## src/mul_pkg.sv

```systemverilog
`default_nettype none

package mul_pkg;

  // Width of each multiplier operand
  localparam int MUL_SIZE = 32;

  // The full product and the final adder are twice the operand width
  localparam int PROD_SIZE = 2 * MUL_SIZE;

  // Radix-4 Booth looks at overlapping 3-bit windows of the multiplier,
  // so a 32-bit multiplier with two sign bits on top needs 17 windows
  localparam int OP_NUM = MUL_SIZE / 2 + 1;

  // Two more rows carry the +1 terms of the negated partial products
  localparam int PP_NUM = OP_NUM + 2;

  // Enough bits to count up to OP_NUM negative windows
  localparam int NEG_CNT_WIDTH = $clog2(MUL_SIZE);

  // Operations supported by the unit
  typedef enum logic [1:0] {
    OP_MUL    = 2'b00,
    OP_MULH   = 2'b01,
    OP_MULHSU = 2'b10,
    OP_MULHU  = 2'b11
  } mul_op_e;

  // Selection made by one Booth window
  typedef enum logic [2:0] {
    BOOTH_ZERO = 3'd0,
    BOOTH_POS1 = 3'd1,
    BOOTH_POS2 = 3'd2,
    BOOTH_NEG2 = 3'd3,
    BOOTH_NEG1 = 3'd4
  } booth_sel_e;

endpackage

`default_nettype wire

```

## src/flow_pkg.sv

```systemverilog
`default_nettype none

package flow_pkg;

  import mul_pkg::*;

  // Width of the request tag that is echoed back with the result
  localparam int TAG_WIDTH = 4;

  // Response FIFO depth, which is also the producer's credit pool after reset
  localparam int BUF_DEPTH = 4;

  // Credits the consumer grants to the unit after reset
  localparam int RESP_CREDITS = 2;

  // Wide enough to hold either credit pool
  localparam int CREDIT_WIDTH = 3;

  // One multiply request as it crosses the upstream interface
  typedef struct packed {
    mul_op_e                op;
    logic [TAG_WIDTH-1:0]   tag;
    logic [MUL_SIZE-1:0]    op1;
    logic [MUL_SIZE-1:0]    op2;
  } mul_req_t;

  // One result as it crosses the downstream interface
  typedef struct packed {
    logic [TAG_WIDTH-1:0]   tag;
    logic [MUL_SIZE-1:0]    result;
  } mul_resp_t;

endpackage

`default_nettype wire

```

## src/op_n_to_2_nbit.sv

```systemverilog
`timescale 1ns/1ps
`default_nettype none

module op_n_to_2_nbit #(
  parameter int OP_NUM   = 3,
  parameter int OP_WIDTH = 8
) (
  input  logic [OP_WIDTH-1:0] in_op  [OP_NUM],
  output logic [OP_WIDTH-1:0] out_op [2]
);

  // Row count left after a given number of 3:2 layers
  function automatic int rows_after(input int n, input int layers);
    int r;
    r = n;
    for (int k = 0; k < layers; k++) begin
      if (r > 2) r = 2 * (r / 3) + r % 3;
    end
    return r;
  endfunction

  // Number of layers needed to reach two rows
  function automatic int layer_count(input int n);
    int r;
    int l;
    r = n;
    l = 0;
    while (r > 2) begin
      r = 2 * (r / 3) + r % 3;
      l++;
    end
    return l;
  endfunction

  localparam int LAYERS = layer_count(OP_NUM);

  // Row l holds the operands that enter layer l, row LAYERS holds the result
  logic [OP_WIDTH-1:0] row [LAYERS+1][OP_NUM];

  for (genvar k = 0; k < OP_NUM; k++) begin : g_in
    assign row[0][k] = in_op[k];
  end

  for (genvar l = 0; l < LAYERS; l++) begin : g_layer
    localparam int CUR = rows_after(OP_NUM, l);
    localparam int GRP = CUR / 3;
    localparam int NXT = 2 * GRP + CUR % 3;

    // Each group of three rows becomes a sum row and a carry row
    for (genvar j = 0; j < GRP; j++) begin : g_csa
      logic [OP_WIDTH-1:0] a;
      logic [OP_WIDTH-1:0] b;
      logic [OP_WIDTH-1:0] c;
      assign a = row[l][3*j];
      assign b = row[l][3*j+1];
      assign c = row[l][3*j+2];
      assign row[l+1][2*j]   = a ^ b ^ c;
      // The carry has double weight, and its top bit falls off modulo 2^OP_WIDTH
      assign row[l+1][2*j+1] = ((a & b) | (a & c) | (b & c)) << 1;
    end

    // Rows that do not fill a group skip this layer unchanged
    for (genvar k = 0; k < CUR % 3; k++) begin : g_pass
      assign row[l+1][2*GRP+k] = row[l][3*GRP+k];
    end

    // Slots above the live rows stay at zero
    for (genvar k = NXT; k < OP_NUM; k++) begin : g_pad
      assign row[l+1][k] = '0;
    end
  end

  assign out_op[0] = row[LAYERS][0];
  assign out_op[1] = row[LAYERS][1];

endmodule

`default_nettype wire

```

## src/booth4_op_generator.sv

```systemverilog
`timescale 1ns/1ps
`default_nettype none

module booth4_op_generator (
  input  logic [mul_pkg::MUL_SIZE-1:0]  in_op1,
  input  logic [mul_pkg::MUL_SIZE-1:0]  in_op2,
  input  logic                          in_op1_signed,
  input  logic                          in_op2_signed,
  output logic [mul_pkg::PROD_SIZE-1:0] out_op [mul_pkg::PP_NUM]
);

  import mul_pkg::*;

  // Map one 3-bit multiplier window to its Booth selection
  function automatic booth_sel_e booth_decode(input logic [2:0] window);
    case (window)
      3'b001, 3'b010: return BOOTH_POS1;
      3'b011:         return BOOTH_POS2;
      3'b100:         return BOOTH_NEG2;
      3'b101, 3'b110: return BOOTH_NEG1;
      default:        return BOOTH_ZERO;
    endcase
  endfunction

  // Negative selections use the plain inverse, the missing +1 is added elsewhere
  function automatic logic [PROD_SIZE-1:0] booth_pp(input booth_sel_e sel,
                                                    input logic [PROD_SIZE-1:0] base);
    case (sel)
      BOOTH_POS1: return base;
      BOOTH_POS2: return base << 1;
      BOOTH_NEG2: return ~(base << 1);
      BOOTH_NEG1: return ~base;
      default:    return '0;
    endcase
  endfunction

  logic                     multiplicand_sign;
  logic                     multiplier_sign;
  logic [MUL_SIZE+2:0]      multiplier_ext;
  logic [PROD_SIZE-1:0]     multiplicand_ext;
  booth_sel_e               booth_sel   [OP_NUM];
  logic [NEG_CNT_WIDTH-1:0] neg_flag_op [OP_NUM];
  logic [NEG_CNT_WIDTH-1:0] neg_cnt     [2];

  // An unsigned operand simply extends with zeros
  assign multiplicand_sign = in_op1_signed & in_op1[MUL_SIZE-1];
  assign multiplier_sign   = in_op2_signed & in_op2[MUL_SIZE-1];

  // Two sign bits on top and an implicit zero below bit 0
  assign multiplier_ext   = {{2{multiplier_sign}}, in_op2, 1'b0};
  assign multiplicand_ext = {{(PROD_SIZE-MUL_SIZE){multiplicand_sign}}, in_op1};

  for (genvar i = 0; i < OP_NUM; i++) begin : g_pp
    assign booth_sel[i] = booth_decode(multiplier_ext[2*i+2 -: 3]);
    // Window i carries weight 4^i
    assign out_op[i]    = booth_pp(booth_sel[i], multiplicand_ext << (2 * i));
    // A one-valued row for every window that needs a +1
    assign neg_flag_op[i] = NEG_CNT_WIDTH'(booth_sel[i] == BOOTH_NEG1 ||
                                           booth_sel[i] == BOOTH_NEG2);
  end

  // Sum the +1 terms in a small tree instead of a wide adder
  op_n_to_2_nbit #(
    .OP_NUM   (OP_NUM),
    .OP_WIDTH (NEG_CNT_WIDTH)
  ) u_neg_cnt_tree (
    .in_op  (neg_flag_op),
    .out_op (neg_cnt)
  );

  assign out_op[OP_NUM]   = PROD_SIZE'(neg_cnt[0]);
  assign out_op[OP_NUM+1] = PROD_SIZE'(neg_cnt[1]);

  // With an unsigned multiplier the top window sees 00x and can never subtract
  always_comb begin
    if (!in_op2_signed) begin
      assert (booth_sel[OP_NUM-1] != BOOTH_NEG1 && booth_sel[OP_NUM-1] != BOOTH_NEG2)
        else $error("top Booth window selected a negative row for an unsigned multiplier");
    end
  end

endmodule

`default_nettype wire

```

## src/mul_pipe.sv

```systemverilog
`timescale 1ns/1ps
`default_nettype none

module mul_pipe (
  input  logic                clk,
  input  logic                reset,
  input  logic                req_valid,
  input  flow_pkg::mul_req_t  req,
  output logic                s3_valid,
  output flow_pkg::mul_resp_t s3_resp
);

  import mul_pkg::*;
  import flow_pkg::*;

  // What stage 2 hands to the final adder
  typedef struct packed {
    mul_op_e              op;
    logic [TAG_WIDTH-1:0] tag;
    logic [PROD_SIZE-1:0] sum;
    logic [PROD_SIZE-1:0] carry;
  } s2_data_t;

  logic                 s1_valid;
  mul_req_t             s1_req;
  logic                 op1_signed;
  logic                 op2_signed;
  logic [PROD_SIZE-1:0] pp      [PP_NUM];
  logic [PROD_SIZE-1:0] pp_pair [2];
  logic                 s2_valid;
  s2_data_t             s2_data;
  logic [PROD_SIZE-1:0] product;
  logic [MUL_SIZE-1:0]  result;

  // The low half is the same for any signedness, so OP_MUL reuses the signed path
  always_comb begin
    unique case (s1_req.op)
      OP_MUL, OP_MULH: {op1_signed, op2_signed} = 2'b11;
      OP_MULHSU:       {op1_signed, op2_signed} = 2'b10;
      default:         {op1_signed, op2_signed} = 2'b00;
    endcase
  end

  booth4_op_generator u_booth (
    .in_op1        (s1_req.op1),
    .in_op2        (s1_req.op2),
    .in_op1_signed (op1_signed),
    .in_op2_signed (op2_signed),
    .out_op        (pp)
  );

  // All 19 rows collapse to one sum and carry pair in the same cycle
  op_n_to_2_nbit #(
    .OP_NUM   (PP_NUM),
    .OP_WIDTH (PROD_SIZE)
  ) u_pp_tree (
    .in_op  (pp),
    .out_op (pp_pair)
  );

  // Only one carry-propagate add in the whole datapath
  assign product = s2_data.sum + s2_data.carry;
  assign result  = (s2_data.op == OP_MUL) ? product[MUL_SIZE-1:0]
                                          : product[PROD_SIZE-1:MUL_SIZE];

  // Valid bits move every cycle, the pipeline never stalls
  always_ff @(posedge clk) begin
    if (reset) begin
      s1_valid <= 1'b0;
      s2_valid <= 1'b0;
      s3_valid <= 1'b0;
    end else begin
      s1_valid <= req_valid;
      s2_valid <= s1_valid;
      s3_valid <= s2_valid;
    end
  end

  // Payload only loads behind a valid bit
  always_ff @(posedge clk) begin
    if (req_valid) s1_req <= req;
    if (s1_valid) begin
      s2_data.op    <= s1_req.op;
      s2_data.tag   <= s1_req.tag;
      s2_data.sum   <= pp_pair[0];
      s2_data.carry <= pp_pair[1];
    end
    if (s2_valid) begin
      s3_resp.tag    <= s2_data.tag;
      s3_resp.result <= result;
    end
  end

endmodule

`default_nettype wire

```

## src/credit_resp_buffer.sv

```systemverilog
`timescale 1ns/1ps
`default_nettype none

module credit_resp_buffer (
  input  logic                clk,
  input  logic                reset,
  input  logic                in_valid,
  input  flow_pkg::mul_resp_t in_resp,
  input  logic                resp_credit,
  output logic                resp_valid,
  output flow_pkg::mul_resp_t resp,
  output logic                req_credit
);

  import flow_pkg::*;

  mul_resp_t                      mem [BUF_DEPTH];
  logic [$clog2(BUF_DEPTH)-1:0]   wr_ptr;
  logic [$clog2(BUF_DEPTH)-1:0]   rd_ptr;
  logic [$clog2(BUF_DEPTH+1)-1:0] count;
  logic [CREDIT_WIDTH-1:0]        credit_cnt;
  logic                           send;

  // A response leaves when one is buffered and the consumer has room for it
  assign send       = (count != '0) && (credit_cnt != '0);
  assign resp_valid = send;
  assign resp       = mem[rd_ptr];
  // The freed entry goes straight back to the producer as a credit
  assign req_credit = send;

  // Write port of the response storage
  always_ff @(posedge clk) begin
    if (in_valid) mem[wr_ptr] <= in_resp;
  end

  always_ff @(posedge clk) begin
    if (reset) begin
      wr_ptr     <= '0;
      rd_ptr     <= '0;
      count      <= '0;
      credit_cnt <= CREDIT_WIDTH'(RESP_CREDITS);
    end else begin
      if (in_valid) wr_ptr <= (wr_ptr == BUF_DEPTH - 1) ? '0 : wr_ptr + 1'b1;
      if (send) rd_ptr <= (rd_ptr == BUF_DEPTH - 1) ? '0 : rd_ptr + 1'b1;
      count <= count + ($bits(count))'(in_valid) - ($bits(count))'(send);
      // Spend one credit per response and regain one per returned pulse
      credit_cnt <= credit_cnt + CREDIT_WIDTH'(resp_credit) - CREDIT_WIDTH'(send);
    end
  end

  // The upstream credit pool must keep the pipeline from landing on a full FIFO
  a_no_write_full: assert property (@(posedge clk) disable iff (reset)
    in_valid |-> (count < BUF_DEPTH))
    else $error("response FIFO written while full");

  // The consumer can never hand back more credits than it was given
  a_credit_max: assert property (@(posedge clk) disable iff (reset)
    credit_cnt <= RESP_CREDITS)
    else $error("downstream credit counter above its initial grant");

  a_no_extra_credit: assert property (@(posedge clk) disable iff (reset)
    resp_credit |-> (credit_cnt != RESP_CREDITS))
    else $error("credit returned while the counter holds every credit");

endmodule

`default_nettype wire

```

## src/mul_unit.sv

```systemverilog
`timescale 1ns/1ps
`default_nettype none

module mul_unit (
  input  logic                clk,
  input  logic                reset,
  input  logic                req_valid,
  input  flow_pkg::mul_req_t  req,
  output logic                req_credit,
  output logic                resp_valid,
  output flow_pkg::mul_resp_t resp,
  input  logic                resp_credit
);

  import flow_pkg::*;

  // Results leave the pipeline three cycles after the request is taken
  logic      s3_valid;
  mul_resp_t s3_resp;

  mul_pipe u_pipe (
    .clk       (clk),
    .reset     (reset),
    .req_valid (req_valid),
    .req       (req),
    .s3_valid  (s3_valid),
    .s3_resp   (s3_resp)
  );

  // The buffer absorbs results while the consumer withholds credits
  credit_resp_buffer u_resp_buf (
    .clk         (clk),
    .reset       (reset),
    .in_valid    (s3_valid),
    .in_resp     (s3_resp),
    .resp_credit (resp_credit),
    .resp_valid  (resp_valid),
    .resp        (resp),
    .req_credit  (req_credit)
  );

endmodule

`default_nettype wire

```

## config.mk

```make
export PLATFORM = sky130hd
export DESIGN_NAME = mul_unit
export DESIGN_NICKNAME = d
export VERILOG_FILES = /design/src/mul_pkg.sv /design/src/flow_pkg.sv /design/src/op_n_to_2_nbit.sv /design/src/booth4_op_generator.sv /design/src/mul_pipe.sv /design/src/credit_resp_buffer.sv /design/src/mul_unit.sv
export SDC_FILE = /design/constraint.sdc
export NUM_CORES = 2
export LEC_CHECK = 0
export ABC_AREA = 1
export BUFFER_PORTS_ARGS = -buffer_cell sky130_fd_sc_hd__buf_2
export CAP_MARGIN = 20
export CORE_MARGIN = 2
export CORE_UTILIZATION = 50
export DETAILED_ROUTE_END_ITERATION = 10
export PLACE_DENSITY = 0.69
export SYNTH_ARGS = -nofsm -noshare
export SYNTH_HDL_FRONTEND = slang
export SYNTH_SLANG_ARGS = --single-unit
```

## constraint.sdc

```tcl
create_clock -name clk -period 7.1 [get_ports clk]
set_input_delay 1.42 -clock clk [delete_from_list [all_inputs] [get_ports clk]]
set_output_delay 1.42 -clock clk [all_outputs]
set_load 0.05 [all_outputs]
```

==> impl_results.md <==
* Hold path depth at 0
* Die Ht at 319 µm
* Tmin final at 6.84 ns
* Setup violators final at 0
* Synth area leader: fa_1
* Crit path cell chain: buf_4, ha_1, nor2_2, inv_1, ha_1, xor2_1, ha_1, inv_1, fa_1, inv_1, fa_1, fa_2, fa_1, inv_1, fa_2, fa_1, inv_1, fa_1, inv_1, fa_1, fa_1, fa_1, inv_1
* CTS max path bufs at 3
* Buffers added on ports at 111
* Max-slew headroom at 21.1%
* Slew @ Worst Pin at 1.18 ns
* Most frequent cell after synthesis: inv_1
* Synth cell count leaders: inv_1 (1,097), nand2_1 (902), fa_1 (737)
* Detailed placer's ending HPWL at 131,000 µm
* GRT Total Usage at 34.2%
* Post-synth top flop: edfxtp_1
* Sink Count at 397
* Initial DRC Count at 5,867
* Worst path top cell family by delay: adder cells
* Synth cell types at 43
* Synth Area in Compound Gates at 16.6%
* Status: finished, final reports clean
* Routed Antenna Nets at 0
* Critical path class: flip-flop to flip-flop
* Hold WC Path Type: flip-flop to flip-flop
* DRC at 0
* CTS tree: yes
* Clock transition at path regs at 0.07 ns
* Crit start category: flip-flop
* Slowest stage cell, crit path: fa_1
* RSZ-0062 raised after global routing: no
* Synth top area cells: fa_1 (30%), edfxtp_1 (23%), inv_1 (8.3%)
* Initial antenna violation count at 5
* Core area at 0.0984 mm²
* First-pass GRT wire length at 262,000 µm
* WP data required at 7.47 ns
* TritonRoute pass-1 iters at 10
* Worst Reg2Reg Path Length in Cells at 23
* Clk root buf: clkbuf_16
* Routed Wire Length at 175,000 µm
* Worst Path Max Fanout at 5
* Initial Utilization at 50.5%
* Vias at 42.8k
* Layout cell share with drive strength beyond 1 at 6.99%
* Fin Clk Skew at 0.0668 ns
* Final period util at 96.3%
* # resized after CTS at 0
* Synth Register Bits at 397
* Critical R2R Capture: u_pipe.s2_data[67]$_DFFE_PP_
* EDFF count, synth at 382
* Fraction of registers with async set/reset at 0%
* Synthesized area per cell at 8.58 µm²
* Register area share after synthesis at 23.7%
* XOR/XNOR Fraction of Synth Area at 0.423%
* Worst Path Arrival at 7.20 ns
* Vias in the first global route at 41.5k
* Area of the mapped netlist at 0.0497 mm²
* DIE AREA at 0.102 mm²
* Final GP Congestion at 1.01
* Final TNS setup at 0 ns
* Largest net degree at the start of global routing at 71
* Number of H-tree levels at 2
* Largest family of logic cells by synthesized area: adder cells
* Clock buffer count from CTS at 46
* CP Buf/Inv Count at 8
* Final Hold Viols at 0
* Cts hold-fix bufs at 0
* Top cell by count, worst path: fa_1
* Top-area cell type share of the netlist area at 29.7%
* Worst Hold Launch: u_pipe.s2_data[128]$_DFFE_PP_
* Fmax at 146 MHz
* Worst r2r src: u_pipe.s1_req[1]$_DFFE_PP_
* Crit. End Element: flip-flop
* Worst path max stage delay at 0.55 ns
* Area Growth Syn to Fin at 6.67%
* Number of setup buffers added after CTS at 0
* Worst-Skew Late Latency at 0.67 ns
* YS warnings at 0
* Slew Viols, Final at 0
* Nets@finish at 6,669
* Mux cell area share after synthesis at 0%
* Simple-gate share of the synthesized area at 13.2%
* Post-synthesis cell count at 5,790
* Worst Hold End: u_pipe.s3_resp[32]$_DFFE_PP_
* Max-Cap Viols at 0
* R2r setup slk at 0.26 ns
* Avg WL per Cell at 24.9 µm
* Synth Area in Adders at 34.0%
* Crit path launch: u_pipe.s1_req[1]$_DFFE_PP_
* I/O Pins at 112
* Vias per cell at 6.10
* Die X at 319 µm
* Grt total ovfl at 0
* Row Count at 115
## logic make-up (layout without fill, tap and decap cells)
| family | count (synthesis) | count (layout) |
|---|---|---|
| DFF | 397 | 397 |
| adders and majority gates | 909 | 909 |
| xor gates and xnor gates | 24 | 24 |
| buffers and inverters | 1551 | 1477 |
| other | 2 | 10 |
| AOI/OAI and AO/OA | 1225 | 1225 |
| and+or+nand+nor | 1682 | 1682 |
## stage by stage
step | std cells | worst slack (ns) | utilization (%) | area [µm²] | hold slack (ns)
final | 7011 | 0.261 | 53.9 | 53000 | 0.414
after global routing | 7009 | 0.0132 | 53.9 | 53000 | 0.417
after CTS | 7008 | 0.126 | 53.8 | 53000 | 0.414
after detailed placement | 6924 | 0.153 | 52.3 | 51500 | 0.407
after global placement | 6924 | 0.163 | 52.3 | 51500 | 0.404
after floorplan | 5796 | 0.188 | - | 49700 | 0.400
## per-layer routing
layer / GRT usage (%) / part of all wire (%) / up-vias
met2: 51.8 / 43 / 2891
met1: 44.0 / 37 / 20400
li1: - / - / 18800
met4: 19.5 / 7.0 / 2
met3: 9.62 / 13 / 644
met5: 0 / 0.0080 / -
## cell usage in the layout, fill, tap and decap left out, drive strengths merged, types with 79 or more instances in the layout
| cell type | synthesis | layout |
|---|---|---|
| nand3 | 101 | 101 |
| a221oi | 443 | 443 |
| ha | 172 | 172 |
| a21oi | 79 | 79 |
| o21ai | 485 | 485 |
| edfxtp | 382 | 382 |
| nor2 | 640 | 640 |
| inv | 1108 | 1116 |
| o22ai | 124 | 124 |
| nand2 | 904 | 904 |
| fa | 737 | 737 |
| buf | 106 | 271 |
## worst max-delay path by stage
stage / end / slack, ns / depth (start not counted)
2_1_floorplan: u_pipe.s2_data[67]$_DFFE_PP_ / 0.19 / 23
3_3_place_gp: u_pipe.s2_data[67]$_DFFE_PP_ / 0.16 / 23
3_5_place_dp: u_pipe.s2_data[67]$_DFFE_PP_ / 0.15 / 23
4_1_cts: u_pipe.s2_data[67]$_DFFE_PP_ / 0.13 / 23
5_1_grt: u_pipe.s2_data[67]$_DFFE_PP_ / 0.01 / 23
6_report: u_pipe.s2_data[67]$_DFFE_PP_ / 0.26 / 23
## layout make-up
cell class / count / area, µm²
Timing Repair Buffer: 271 / 1800
Sequential cell: 397 / 11800
Multi-Input combinational cell: 3848 / 32100
Antenna cell: 2 / 5.00
Tap cell: 1287 / 1610
Clock buffer: 54 / 1190
Inverter: 1122 / 4210
Fill cell: 9132 / 45400
Clock inverter: 30 / 284
## flip-flops by register name, summed over array words and instances, names as in the netlist, named ones only
register and cells:
u_resp_buf.mem 144, u_resp_buf.credit_cnt 3, u_resp_buf.rd_ptr 2, u_pipe.s2_valid 1, u_pipe.s1_valid 1, u_resp_buf.wr_ptr 2, u_pipe.s1_req 70, u_pipe.s2_data 132
u_pipe.s3_resp 36, u_pipe.s3_valid 1, u_resp_buf.count 3
Power is not shown: default switching activity piles up to over one toggle a cycle in this logic, so the estimate is an artifact.
